## config.mk

```make
export PLATFORM = sky130hd
export DESIGN_NAME = pagerank_vertex_unit
export DESIGN_NICKNAME = d
export VERILOG_FILES = /design/src/source/pagerank_pkg.sv /design/src/source/vertex_job_queue.sv /design/src/source/vertex_control.sv /design/src/source/edge_counter.sv /design/src/source/read_command_arbiter.sv /design/src/source/memory_read_port.sv /design/src/source/rank_accumulator.sv /design/src/source/pagerank_vertex_unit.sv
export SDC_FILE = /design/constraint.sdc
export NUM_CORES = 1
export LEC_CHECK = 0
export ABC_CLOCK_PERIOD_IN_PS = 13300
export BUFFER_PORTS_ARGS = -buffer_cell sky130_fd_sc_hd__clkbuf_2
export CAP_MARGIN = 25
export CORE_MARGIN = 8
export CORE_UTILIZATION = 50
export DETAILED_ROUTE_END_ITERATION = 10
export PLACE_DENSITY = 0.71
export SLEW_MARGIN = 25
export SYNTH_ARGS = -nofsm -noshare
export SYNTH_HDL_FRONTEND = slang
export SYNTH_SLANG_ARGS = --single-unit
```

## constraint.sdc

```tcl
create_clock -name clock -period 13.3 [get_ports clock]
set_clock_uncertainty 0.1 [all_clocks]
set_input_delay 1.995 -clock clock [delete_from_list [all_inputs] [get_ports clock]]
set_output_delay 1.995 -clock clock [all_outputs]
set_load 0.02 [all_outputs]
```

## src/source/pagerank_pkg.sv

```systemverilog
// Widths, array kinds and bus structs shared by all blocks of the PageRank vertex unit
`default_nettype none

package pagerank_pkg;

	//////////////////////////////
	// Widths
	//////////////////////////////

	localparam int VERTEX_ID_BITS  = 16;
	localparam int EDGE_INDEX_BITS = 16;
	localparam int RANK_BITS       = 32;
	localparam int WORD_BITS       = 32;
	// Kind bit on top of a 16-bit index
	localparam int ADDR_BITS       = 17;

	typedef enum logic {
		EDGE_ARRAY = 1'b0,
		RANK_ARRAY = 1'b1
	} array_kind_e;

	//////////////////////////////
	// Payloads
	//////////////////////////////

	typedef struct packed {
		logic [VERTEX_ID_BITS-1:0]  vertex_id;
		logic [EDGE_INDEX_BITS-1:0] edge_start;
		logic [EDGE_INDEX_BITS-1:0] out_degree;
	} vertex_job_t;

	// Bit image doubles as the Wishbone address
	typedef struct packed {
		array_kind_e          kind;
		logic [ADDR_BITS-2:0] index;
	} read_cmd_t;

	typedef struct packed {
		logic [WORD_BITS-VERTEX_ID_BITS-1:0] pad;
		logic [VERTEX_ID_BITS-1:0]           neighbour_id;
	} edge_entry_t;

	// Same memory word, read as an edge entry or as a rank
	typedef union packed {
		edge_entry_t          edge_view;
		logic [RANK_BITS-1:0] rank_view;
	} mem_word_u;

	typedef struct packed {
		logic [VERTEX_ID_BITS-1:0] vertex_id;
		logic [RANK_BITS-1:0]      sum;
	} vertex_result_t;

	//////////////////////////////
	// Wishbone requests
	//////////////////////////////

	typedef struct packed {
		logic        cyc;
		logic        stb;
		vertex_job_t dat;
	} wb_job_req_t;

	// Read only master, so no we
	typedef struct packed {
		logic      cyc;
		logic      stb;
		read_cmd_t adr;
	} wb_read_req_t;

endpackage

`default_nettype wire

```

## src/source/vertex_job_queue.sv

```systemverilog
// Wishbone classic slave that accepts vertex jobs from the host and queues them for the FSM
`default_nettype none
`timescale 1ns/1ps

module vertex_job_queue #(
	parameter int JOB_QUEUE_DEPTH = 8
) (
	input  logic                      clock,
	input  logic                      rstn,
	input  pagerank_pkg::wb_job_req_t job_req,
	output logic                      job_ack,
	input  logic                      job_pop,
	output logic                      job_valid,
	output pagerank_pkg::vertex_job_t job_head
);
	import pagerank_pkg::*;

	localparam int PTR_BITS = (JOB_QUEUE_DEPTH > 1) ? $clog2(JOB_QUEUE_DEPTH) : 1;

	vertex_job_t         job_mem [JOB_QUEUE_DEPTH];
	logic [PTR_BITS-1:0] wr_ptr;
	logic [PTR_BITS-1:0] rd_ptr;
	logic [PTR_BITS:0]   fill;
	logic                full;
	logic                accept;

	function automatic logic [PTR_BITS-1:0] next_ptr(input logic [PTR_BITS-1:0] ptr);
		return (ptr == PTR_BITS'(JOB_QUEUE_DEPTH - 1)) ? '0 : ptr + 1'b1;
	endfunction

	assign full      = (fill == (PTR_BITS + 1)'(JOB_QUEUE_DEPTH));
	assign job_valid = (fill != '0);
	assign job_head  = job_mem[rd_ptr];

	// Ack cycle still shows the old stb, so it must not store twice
	assign accept = job_req.cyc && job_req.stb && !job_ack && !full;

	always_ff @(posedge clock or negedge rstn) begin
		if (!rstn) begin
			job_ack <= 1'b0;
			wr_ptr  <= '0;
			rd_ptr  <= '0;
			fill    <= '0;
		end else begin
			job_ack <= accept;
			if (accept) begin
				wr_ptr <= next_ptr(wr_ptr);
			end
			if (job_pop) begin
				rd_ptr <= next_ptr(rd_ptr);
			end
			if (accept && !job_pop) begin
				fill <= fill + 1'b1;
			end else if (job_pop && !accept) begin
				fill <= fill - 1'b1;
			end
		end
	end

	always_ff @(posedge clock) begin
		if (accept) begin
			job_mem[wr_ptr] <= job_req.dat;
		end
	end

endmodule

`default_nettype wire

```

## src/source/vertex_control.sv

```systemverilog
// Per-vertex FSM: takes one job, issues its edge reads and reports the summed rank
`default_nettype none
`timescale 1ns/1ps

module vertex_control (
	input  logic                                     clock,
	input  logic                                     rstn,
	input  logic                                     job_valid,
	input  pagerank_pkg::vertex_job_t                job_head,
	output logic                                     job_pop,
	input  logic                                     edges_issued_done,
	input  logic                                     vertex_done,
	input  logic [pagerank_pkg::EDGE_INDEX_BITS-1:0] issued_count,
	output logic [pagerank_pkg::EDGE_INDEX_BITS-1:0] out_degree,
	output logic                                     count_clear,
	output logic                                     edge_cmd_valid,
	output pagerank_pkg::read_cmd_t                  edge_cmd,
	input  logic [pagerank_pkg::RANK_BITS-1:0]       sum,
	output logic                                     result_valid,
	output pagerank_pkg::vertex_result_t             result
);
	import pagerank_pkg::*;

	typedef enum logic [1:0] {
		IDLE,
		LOAD,
		ISSUE,
		REPORT
	} state_e;

	state_e      state;
	state_e      state_next;
	vertex_job_t job_q;

	always_ff @(posedge clock or negedge rstn) begin
		if (!rstn) begin
			state <= IDLE;
		end else begin
			state <= state_next;
		end
	end

	// Head is valid in the pop cycle, held for the whole vertex
	always_ff @(posedge clock) begin
		if (job_pop) begin
			job_q <= job_head;
		end
	end

	always_comb begin
		state_next = state;
		case (state)
			IDLE: begin
				if (job_valid) begin
					state_next = LOAD;
				end
			end
			// No edges means nothing to read
			LOAD: begin
				state_next = (job_q.out_degree == '0) ? REPORT : ISSUE;
			end
			// vertex_done is high in the cycle of the last rank
			ISSUE: begin
				if (vertex_done) begin
					state_next = REPORT;
				end
			end
			default: begin
				state_next = IDLE;
			end
		endcase
	end

	assign job_pop        = (state == IDLE) && job_valid;
	assign count_clear    = (state == LOAD);
	assign out_degree     = job_q.out_degree;
	assign edge_cmd_valid = (state == ISSUE) && !edges_issued_done;
	assign edge_cmd       = '{kind: EDGE_ARRAY, index: job_q.edge_start + issued_count};
	assign result_valid   = (state == REPORT);
	assign result         = '{vertex_id: job_q.vertex_id, sum: sum};

endmodule

`default_nettype wire

```

## src/source/edge_counter.sv

```systemverilog
// Edge counts of the current vertex against its out-degree, plus running vertex and edge totals
`default_nettype none
`timescale 1ns/1ps

module edge_counter (
	input  logic                                     clock,
	input  logic                                     rstn,
	input  logic                                     count_clear,
	input  logic [pagerank_pkg::EDGE_INDEX_BITS-1:0] out_degree,
	input  logic                                     edge_cmd_taken,
	input  logic                                     rank_valid,
	output logic                                     edges_issued_done,
	output logic                                     vertex_done,
	output logic [pagerank_pkg::EDGE_INDEX_BITS-1:0] issued_count,
	output logic [pagerank_pkg::WORD_BITS-1:0]       vertex_count,
	output logic [pagerank_pkg::WORD_BITS-1:0]       edge_count
);
	import pagerank_pkg::*;

	logic [EDGE_INDEX_BITS-1:0] returned_count;
	logic [EDGE_INDEX_BITS-1:0] returned_next;
	logic                       vertex_finish;

	// Looks ahead by the arriving rank so the result can follow in one cycle
	assign returned_next     = returned_count + EDGE_INDEX_BITS'(rank_valid);
	assign edges_issued_done = (issued_count == out_degree);
	assign vertex_done       = (returned_next == out_degree);

	// Last rank arriving, or an edgeless vertex being loaded
	assign vertex_finish = count_clear ? (out_degree == '0) : (rank_valid && vertex_done);

	always_ff @(posedge clock or negedge rstn) begin
		if (!rstn) begin
			issued_count   <= '0;
			returned_count <= '0;
			vertex_count   <= '0;
			edge_count     <= '0;
		end else begin
			if (count_clear) begin
				issued_count   <= '0;
				returned_count <= '0;
			end else begin
				if (edge_cmd_taken) begin
					issued_count <= issued_count + 1'b1;
				end
				returned_count <= returned_next;
			end
			if (vertex_finish) begin
				vertex_count <= vertex_count + 1'b1;
			end
			if (rank_valid) begin
				edge_count <= edge_count + 1'b1;
			end
		end
	end

endmodule

`default_nettype wire

```

## src/source/read_command_arbiter.sv

```systemverilog
// Round-robin merge of edge and rank read requests into the command FIFO feeding the memory port
`default_nettype none
`timescale 1ns/1ps

module read_command_arbiter #(
	parameter int CMD_FIFO_DEPTH = 4
) (
	input  logic                                    clock,
	input  logic                                    rstn,
	input  logic                                    edge_cmd_valid,
	input  pagerank_pkg::read_cmd_t                 edge_cmd,
	output logic                                    edge_cmd_taken,
	input  logic                                    neighbour_valid,
	input  logic [pagerank_pkg::VERTEX_ID_BITS-1:0] neighbour_id,
	output logic                                    rank_slot_busy,
	input  logic                                    cmd_pop,
	output logic                                    cmd_valid,
	output pagerank_pkg::read_cmd_t                 cmd_head
);
	import pagerank_pkg::*;

	localparam int PTR_BITS = (CMD_FIFO_DEPTH > 1) ? $clog2(CMD_FIFO_DEPTH) : 1;

	read_cmd_t                 cmd_mem [CMD_FIFO_DEPTH];
	logic [PTR_BITS-1:0]       wr_ptr;
	logic [PTR_BITS-1:0]       rd_ptr;
	logic [PTR_BITS:0]         fill;
	logic                      slot_valid;
	logic [VERTEX_ID_BITS-1:0] slot_id;
	logic                      last_grant_rank;
	logic                      edge_req;
	logic                      rank_req;
	logic                      grant_edge;
	logic                      grant_rank;
	logic                      push;
	read_cmd_t                 push_cmd;

	function automatic logic [PTR_BITS-1:0] next_ptr(input logic [PTR_BITS-1:0] ptr);
		return (ptr == PTR_BITS'(CMD_FIFO_DEPTH - 1)) ? '0 : ptr + 1'b1;
	endfunction

	//////////////////////////////
	// Arbitration
	//////////////////////////////

	// Edges leave the last entry free, so a pending neighbour always finds room
	assign edge_req = edge_cmd_valid && (fill < (PTR_BITS + 1)'(CMD_FIFO_DEPTH - 1));
	assign rank_req = slot_valid && (fill < (PTR_BITS + 1)'(CMD_FIFO_DEPTH));

	assign grant_edge = edge_req && (!rank_req || last_grant_rank);
	assign grant_rank = rank_req && (!edge_req || !last_grant_rank);
	assign push       = grant_edge || grant_rank;
	assign push_cmd   = grant_rank ? read_cmd_t'{kind: RANK_ARRAY, index: slot_id} : edge_cmd;

	assign edge_cmd_taken = grant_edge;
	// Neighbour in flight counts as occupied too
	assign rank_slot_busy = slot_valid || neighbour_valid;

	//////////////////////////////
	// Command FIFO
	//////////////////////////////

	assign cmd_valid = (fill != '0);
	assign cmd_head  = cmd_mem[rd_ptr];

	always_ff @(posedge clock or negedge rstn) begin
		if (!rstn) begin
			slot_valid      <= 1'b0;
			last_grant_rank <= 1'b0;
			wr_ptr          <= '0;
			rd_ptr          <= '0;
			fill            <= '0;
		end else begin
			if (neighbour_valid) begin
				slot_valid <= 1'b1;
			end else if (grant_rank) begin
				slot_valid <= 1'b0;
			end
			if (push) begin
				last_grant_rank <= grant_rank;
				wr_ptr          <= next_ptr(wr_ptr);
			end
			if (cmd_pop) begin
				rd_ptr <= next_ptr(rd_ptr);
			end
			if (push && !cmd_pop) begin
				fill <= fill + 1'b1;
			end else if (cmd_pop && !push) begin
				fill <= fill - 1'b1;
			end
		end
	end

	always_ff @(posedge clock) begin
		if (neighbour_valid) begin
			slot_id <= neighbour_id;
		end
		if (push) begin
			cmd_mem[wr_ptr] <= push_cmd;
		end
	end

endmodule

`default_nettype wire

```

## src/source/memory_read_port.sv

```systemverilog
// Wishbone classic read master that drains the command FIFO and steers each reply by array kind
`default_nettype none
`timescale 1ns/1ps

module memory_read_port (
	input  logic                                    clock,
	input  logic                                    rstn,
	output logic                                    cmd_pop,
	input  logic                                    cmd_valid,
	input  pagerank_pkg::read_cmd_t                 cmd_head,
	input  logic                                    rank_slot_busy,
	output pagerank_pkg::wb_read_req_t              mem_req,
	input  logic                                    mem_ack,
	input  pagerank_pkg::mem_word_u                 mem_dat,
	output logic                                    neighbour_valid,
	output logic [pagerank_pkg::VERTEX_ID_BITS-1:0] neighbour_id,
	output logic                                    rank_valid,
	output logic [pagerank_pkg::RANK_BITS-1:0]      rank_value
);
	import pagerank_pkg::*;

	logic        busy;
	read_cmd_t   adr_q;
	logic        resp_valid;
	array_kind_e resp_kind;
	mem_word_u   resp_word;

	// One read at a time, and none while a neighbour waits for placement
	assign cmd_pop = !busy && cmd_valid && !rank_slot_busy;
	assign mem_req = '{cyc: busy, stb: busy, adr: adr_q};

	always_ff @(posedge clock or negedge rstn) begin
		if (!rstn) begin
			busy       <= 1'b0;
			resp_valid <= 1'b0;
		end else begin
			resp_valid <= busy && mem_ack;
			if (cmd_pop) begin
				busy <= 1'b1;
			end else if (mem_ack) begin
				busy <= 1'b0;
			end
		end
	end

	// Kind of the read in flight rides in the address
	always_ff @(posedge clock) begin
		if (cmd_pop) begin
			adr_q <= cmd_head;
		end
		if (busy && mem_ack) begin
			resp_kind <= adr_q.kind;
			resp_word <= mem_dat;
		end
	end

	//////////////////////////////
	// Reply routing
	//////////////////////////////

	assign neighbour_valid = resp_valid && (resp_kind == EDGE_ARRAY);
	assign neighbour_id    = resp_word.edge_view.neighbour_id;
	assign rank_valid      = resp_valid && (resp_kind == RANK_ARRAY);
	assign rank_value      = resp_word.rank_view;

endmodule

`default_nettype wire

```

## src/source/rank_accumulator.sv

```systemverilog
// Wrapping sum of the neighbour ranks of the vertex in progress
`default_nettype none
`timescale 1ns/1ps

module rank_accumulator (
	input  logic                               clock,
	input  logic                               rstn,
	input  logic                               count_clear,
	input  logic                               rank_valid,
	input  logic [pagerank_pkg::RANK_BITS-1:0] rank_value,
	output logic [pagerank_pkg::RANK_BITS-1:0] sum
);

	// Overflow wraps modulo 2^32
	always_ff @(posedge clock or negedge rstn) begin
		if (!rstn) begin
			sum <= '0;
		end else if (count_clear) begin
			sum <= '0;
		end else if (rank_valid) begin
			sum <= sum + rank_value;
		end
	end

endmodule

`default_nettype wire

```

## src/source/pagerank_vertex_unit.sv

```systemverilog
// Top of the PageRank vertex unit; connects the job queue, FSM, counters, arbiter and memory port
`default_nettype none
`timescale 1ns/1ps

module pagerank_vertex_unit #(
	parameter int JOB_QUEUE_DEPTH = 8,
	parameter int CMD_FIFO_DEPTH  = 4
) (
	input  logic                               clock,
	input  logic                               rstn,
	input  pagerank_pkg::wb_job_req_t          job_req,
	output logic                               job_ack,
	output pagerank_pkg::wb_read_req_t         mem_req,
	input  logic                               mem_ack,
	input  pagerank_pkg::mem_word_u            mem_dat,
	output logic                               result_valid,
	output pagerank_pkg::vertex_result_t       result,
	output logic [pagerank_pkg::WORD_BITS-1:0] vertex_count,
	output logic [pagerank_pkg::WORD_BITS-1:0] edge_count
);
	import pagerank_pkg::*;

	logic                       job_valid;
	logic                       job_pop;
	vertex_job_t                job_head;
	logic                       count_clear;
	logic [EDGE_INDEX_BITS-1:0] out_degree;
	logic [EDGE_INDEX_BITS-1:0] issued_count;
	logic                       edges_issued_done;
	logic                       vertex_done;
	logic                       edge_cmd_valid;
	read_cmd_t                  edge_cmd;
	logic                       edge_cmd_taken;
	logic                       neighbour_valid;
	logic [VERTEX_ID_BITS-1:0]  neighbour_id;
	logic                       rank_slot_busy;
	logic                       cmd_pop;
	logic                       cmd_valid;
	read_cmd_t                  cmd_head;
	logic                       rank_valid;
	logic [RANK_BITS-1:0]       rank_value;
	logic [RANK_BITS-1:0]       sum;

	//////////////////////////////
	// Job side
	//////////////////////////////

	vertex_job_queue #(
		.JOB_QUEUE_DEPTH(JOB_QUEUE_DEPTH)
	) u_job_queue (
		.clock    (clock),
		.rstn     (rstn),
		.job_req  (job_req),
		.job_ack  (job_ack),
		.job_pop  (job_pop),
		.job_valid(job_valid),
		.job_head (job_head)
	);

	vertex_control u_control (
		.clock            (clock),
		.rstn             (rstn),
		.job_valid        (job_valid),
		.job_head         (job_head),
		.job_pop          (job_pop),
		.edges_issued_done(edges_issued_done),
		.vertex_done      (vertex_done),
		.issued_count     (issued_count),
		.out_degree       (out_degree),
		.count_clear      (count_clear),
		.edge_cmd_valid   (edge_cmd_valid),
		.edge_cmd         (edge_cmd),
		.sum              (sum),
		.result_valid     (result_valid),
		.result           (result)
	);

	edge_counter u_counter (
		.clock            (clock),
		.rstn             (rstn),
		.count_clear      (count_clear),
		.out_degree       (out_degree),
		.edge_cmd_taken   (edge_cmd_taken),
		.rank_valid       (rank_valid),
		.edges_issued_done(edges_issued_done),
		.vertex_done      (vertex_done),
		.issued_count     (issued_count),
		.vertex_count     (vertex_count),
		.edge_count       (edge_count)
	);

	rank_accumulator u_accumulator (
		.clock      (clock),
		.rstn       (rstn),
		.count_clear(count_clear),
		.rank_valid (rank_valid),
		.rank_value (rank_value),
		.sum        (sum)
	);

	//////////////////////////////
	// Memory side
	//////////////////////////////

	read_command_arbiter #(
		.CMD_FIFO_DEPTH(CMD_FIFO_DEPTH)
	) u_arbiter (
		.clock          (clock),
		.rstn           (rstn),
		.edge_cmd_valid (edge_cmd_valid),
		.edge_cmd       (edge_cmd),
		.edge_cmd_taken (edge_cmd_taken),
		.neighbour_valid(neighbour_valid),
		.neighbour_id   (neighbour_id),
		.rank_slot_busy (rank_slot_busy),
		.cmd_pop        (cmd_pop),
		.cmd_valid      (cmd_valid),
		.cmd_head       (cmd_head)
	);

	memory_read_port u_read_port (
		.clock          (clock),
		.rstn           (rstn),
		.cmd_pop        (cmd_pop),
		.cmd_valid      (cmd_valid),
		.cmd_head       (cmd_head),
		.rank_slot_busy (rank_slot_busy),
		.mem_req        (mem_req),
		.mem_ack        (mem_ack),
		.mem_dat        (mem_dat),
		.neighbour_valid(neighbour_valid),
		.neighbour_id   (neighbour_id),
		.rank_valid     (rank_valid),
		.rank_value     (rank_value)
	);

endmodule

`default_nettype wire

```

# Word level (Yosys, flattened, before mapping)

Memory sizes are Yosys's and may differ from the RTL's. A register that Yosys moved wholly into a read port is not among the register bits.
Index checks and enable logic that the tools add are counted.

Bits in registers: 201
Memory bits (writable): 452
Input bits: 85
Output and inout bits: 133
Word-level logic and storage cells: 124
Memories kept: 2

Add/subtract/negate cells: 14
Magnitude comparators: 2
Equal/unequal tests: 12
Muxes and demuxes: 27
Bitwise gates (word level): 1
Reductions and logical operators: 46

Memory list:

| memory              | depth | bits a word | read ports | clocked after Yosys merged registers in | write ports | RTL line                   | text |
|---|---|---|---|---|---|---|---|
| u_job_queue.job_mem | 8     | 48          | 1          | 1                                       | 1           | vertex_job_queue.sv:20     | `vertex_job_t job_mem [JOB_QUEUE_DEPTH];` |
| u_arbiter.cmd_mem   | 4     | 17          | 1          | 1                                       | 1           | read_command_arbiter.sv:24 | `read_cmd_t cmd_mem [CMD_FIFO_DEPTH];` |

Operators with widths:

| cell                                                             | number |
|---|---|
| 32-bit by 1-bit adder with 32-bit output (second input constant) | 2 |
| 32-bit 2-to-1 mux                                                | 2 |
| 16-bit 2-to-1 mux                                                | 3 |
| 32-bit adder                                                     | 1 |
| 16-bit == test                                                   | 2 |
| 1-bit logical AND                                                | 19 |
| 17-bit 2-to-1 mux                                                | 1 |
| 16-bit by 1-bit adder with 16-bit output                         | 1 |
| 16-bit by 1-bit adder with 16-bit output (second input constant) | 1 |
| 16-bit adder                                                     | 1 |
| 16-bit logical NOT                                               | 1 |
| 1-bit logical NOT                                                | 12 |
| 3-bit 2-to-1 mux                                                 | 4 |
| 2-bit nonzero test                                               | 6 |
| 1-bit 2-to-1 mux                                                 | 10 |
| 3-bit by 1-bit adder with 3-bit output (second input constant)   | 3 |
| 2-bit == test (second input constant)                            | 4 |
| 2-bit 2-to-1 mux                                                 | 4 |
| 4-bit 2-to-1 mux                                                 | 2 |
| 3-bit == test (second input constant)                            | 2 |
| 2-bit one-hot mux with 3 select lines                            | 1 |
| 2-bit by 1-bit adder with 2-bit output (second input constant)   | 2 |
| 4-bit by 1-bit adder with 4-bit output (second input constant)   | 1 |
| 4-bit == test (second input constant)                            | 1 |
| other kinds (12)                                                 | 16 |

# Logic depth before layout (Yosys ltp)

Depth after elaboration: 12
Depth in mapped cells: 14
Mapped depth without buffers: 12

# Cells and area by module

Synthesis repeated with hierarchy kept, for this count alone.

Cell total of the unflattened synthesis: 1,975
Area, all modules: 31,561.5 um2

Modules (own cells, without submodules):

| module               | instances | cells an instance | area an instance (um2) |
|---|---|---|---|
| vertex_job_queue     | 1         | 620               | 15,104.5 |
| edge_counter         | 1         | 534               | 5,245.0 |
| read_command_arbiter | 1         | 171               | 3,679.8 |
| rank_accumulator     | 1         | 346               | 2,949.1 |
| vertex_control       | 1         | 228               | 2,852.7 |
| memory_read_port     | 1         | 76                | 1,730.4 |

# Worst setup path after synthesis

Ideal clock, no wire load.

Kind: input to register
From: input port job_req[49] in the netlist's numbering
To: memory u_job_queue.job_mem[3][0] in the netlist's numbering (enable)
Data arrival time: 6.404 ns
Setup slack: 6.273 ns
Stages on the path: 4
Buffers on the path: 0
Path through: nand2_1 a211oi_1 nand2_1 nor3b_1

Longest elaborated chain between the ends: 5

Ends and longest elaborated chain:

| what                                   | RTL line                   | text |
|---|---|---|
| start: declaration                     | pagerank_vertex_unit.sv:11 | `input pagerank_pkg::wb_job_req_t job_req,` |
| 1-bit logical AND (3 in series)        | vertex_job_queue.sv:36     | `assign accept = job_req.cyc && job_req.stb && !job_ack && !full;` |
| named net u_job_queue.accept           | vertex_job_queue.sv:25     | `logic accept;` |
| 1-bit 2-to-1 mux                       | vertex_job_queue.sv:61     | `if (accept) begin` |
| 1-bit 2-to-1 mux (implied by the code) | vertex_job_queue.sv:62     | `job_mem[wr_ptr] <= job_req.dat;` |
| end: declaration                       | vertex_job_queue.sv:20     |  |

The timed path passes the listed nets, and every way through them passes these cells.

# Worst setup path after layout

From: input port job_req[49] in the netlist's numbering
To: memory u_job_queue.job_mem[4][15] in the netlist's numbering (enable)

Same word-level chain as after synthesis.

==> metrics.txt <==
status completed; layout cells sized above 1 26.3%; P_leak 13.1 nW; Max FO, Critical Path 38; total grt overflow 0; drt first pass iters 7; hold wc startpoint u_read_port.rank_value[2]; CP Launch Type primary input; Core Rows 91; Die Wd 264 µm; fin cells 3,007; clock sink count 718; via count 17,200; sequential fraction of the synthesis area 67.6%; starting density of the core 50.2%; power per cell area 212 nW/µm²; RSZ-0062 raised after global routing false; Syn Nets 2,074; slew margin rel. 30.9%; CTS H-tree depth 3; post-CTS setup buffers 0; CP endpoint kind register; final WL 65,600 µm; worst slew pin tran 1.03 ns; mapped cell area 30,800 µm²; Via density 5.71; Seq cells post-synth 718; Clock Tree Buf Depth 3; CP max stage cell nor3b_2; sum of negative setup slack 0 ns; CP Buf/Inv Count 2; critical path class primary input to register; Crit. Startpoint job_req[49]; critical path, cell by cell clkbuf_2 -> nand2_1 -> a211oi_1 -> nand2b_1 -> nor3b_2 -> buf_4; CTS-repair resized insts 0; core area 61,300 µm²; DRC 0; Setup-failing EPs final 0; Area Overhead vs Synth 15.0%; Reg area 20,800 µm²; Max Freq 211 MHz; post-synth top area cell edfxtp_1; DRT iter0 DRCs 1,333; Multi-input gate area 9490 µm²; final hold viol count 0; vias in the first global route 17,600; ys async rst share 21.2%; Syn. warnings 0; Avg WL per Cell 21.8 µm; maxcap violations 0; post-cts hold buffer count 0; worst vdd ir 0.137 mV; post-DP HPWL 41,700 µm; top cells by count, synth edfxtp_1, dfrtp_1, nand2_1; count leader, synth edfxtp_1; min Tclk post-route 4.75 ns; Clock Tree Root clkbuf_16; Worst Hold Class register to register; Distinct cells, synth 68; first-pass GRT wire length 102,000 µm; PortBufs 217; top post-synthesis cells by area edfxtp_1, dfrtp_1, mux4_2; CP max stage delay 0.87 ns; Tot Pwr 7.50 mW; critical path's top delay family simple AND/OR/NAND/NOR gates; die area 69,700 µm²; cts bufs inserted 76; Critical R2R Launch u_read_port.resp_kind; GPL Wtd Cong 0.881; crit path DAT 4.90 ns; worst skew pair latency 0.64 ns; CTS tree done; Filler Cell Count 4,614; initial antenna violation count 10; Max Slew Vio Count 0; largest net degree at the start of global routing 88; number of flops mapped to enable cells by yosys 566; Total GRT Usage 18.7%; Worst EP required 13.46 ns; area share of the largest cell type after synthesis 55.3%; Worst-path clk slew 0.06 ns; I/O pin cnt 218; antenna-violating nets left 0; ys flop type edfxtp_1; Cells after Synth 1,917; die height 264 µm; nets 2,308; synthesized area per cell 16.0 µm²; Final Cycle Share 35.7%; placed cell count 2,863
-- worst paths after layout --
kind | end | slack (ns) | cells past startpoint
worst min-delay path | u_arbiter.slot_id[2] | 0.37 | 0
worst max-delay path | u_job_queue.job_mem[4][15] | 8.55 | 6
max in group asynchronous | u_job_queue.rd_ptr[0] | 10.23 | 2
worst min register to register | u_arbiter.slot_id[2] | 0.37 | 0
worst max register to register | u_counter.vertex_count[16] | 9.08 | 14
min in group asynchronous | u_counter.edge_count[30] | 1.33 | 1
-- layer usage --
| layer | up-vias | part of all wire (%) | track usage (%) |
|---|---|---|---|
| met5 | - | 0.098 | 0 |
| met4 | 10 | 2.2 | 5.17 |
| met3 | 116 | 5.5 | 4.33 |
| met2 | 447 | 50 | 31.5 |
| met1 | 8735 | 42 | 24.2 |
| li1 | 7861 | - | - |
-- through the flow --
stage	setup WS, ns	area, µm²	util [%]	hold WS (ns)
floorplan	6.27	30800	-	0.331
global placement	8.05	32700	53.3	0.355
detailed placement	7.84	32700	53.4	0.360
CTS	8.50	35400	57.7	0.370
global route	8.34	35400	57.8	0.381
finish	8.55	35400	57.8	0.368
-- logic make-up after synthesis --
kind of cell | count (synthesis) | synth area share [%]
flops | 718 | 67.6
simple gates | 431 | 6.93
compound gates | 241 | 5.54
mux | 176 | 10.6
xor+xnor | 156 | 4.54
buf+inv | 123 | 1.78
fa+ha+maj | 72 | 3.03
-- cell usage in the layout (no fill, tap or decap), types with 43 or more instances in the layout --
cell	Yosys	routed
edfxtp_1	566	566
clkbuf_2	1	216
dfrtp_1	152	149
nand2_1	130	130
mux4_2	113	113
xnor2_1	91	91
nor2_1	92	89
clkbuf_16	0	77
a21oi_1	73	73
ha_1	68	67
xor2_1	63	63
mux2_2	60	60
o21ai_0	43	43
-- registers in the layout (all words and copies together), names as in the netlist, 4 cells and up --
signal	flops
u_control.result	16
u_accumulator.sum	32
u_counter.vertex_count	32
u_arbiter.cmd_mem	68
u_counter.returned_count	16
u_control.job_q	16
u_read_port.mem_req	17
u_control.out_degree	16
u_counter.edge_count	32
u_job_queue.job_mem	384
u_job_queue.fill	4
u_counter.issued_count	16
u_arbiter.slot_id	16
u_read_port.rank_value	32
-- layout make-up --
cell class,count,share of cell area (%)
clock inverter,60,2.06
multi-input combinational,1076,26.8
antenna,2,0.0141
tap,790,2.79
clock buffer,82,5.53
timing repair buffer,238,3.54
inverter,41,0.442
sequential,718,58.8
-- power by group --
part,leakage (nW),switching (mW),internal [mW]
logic,4.62,1.18,0.916
clock network,1.30,0.903,1.30
registers,7.20,0.278,2.92
total,13.1,2.37,5.14
No activity file was read; power rests on OpenSTA's default activity.
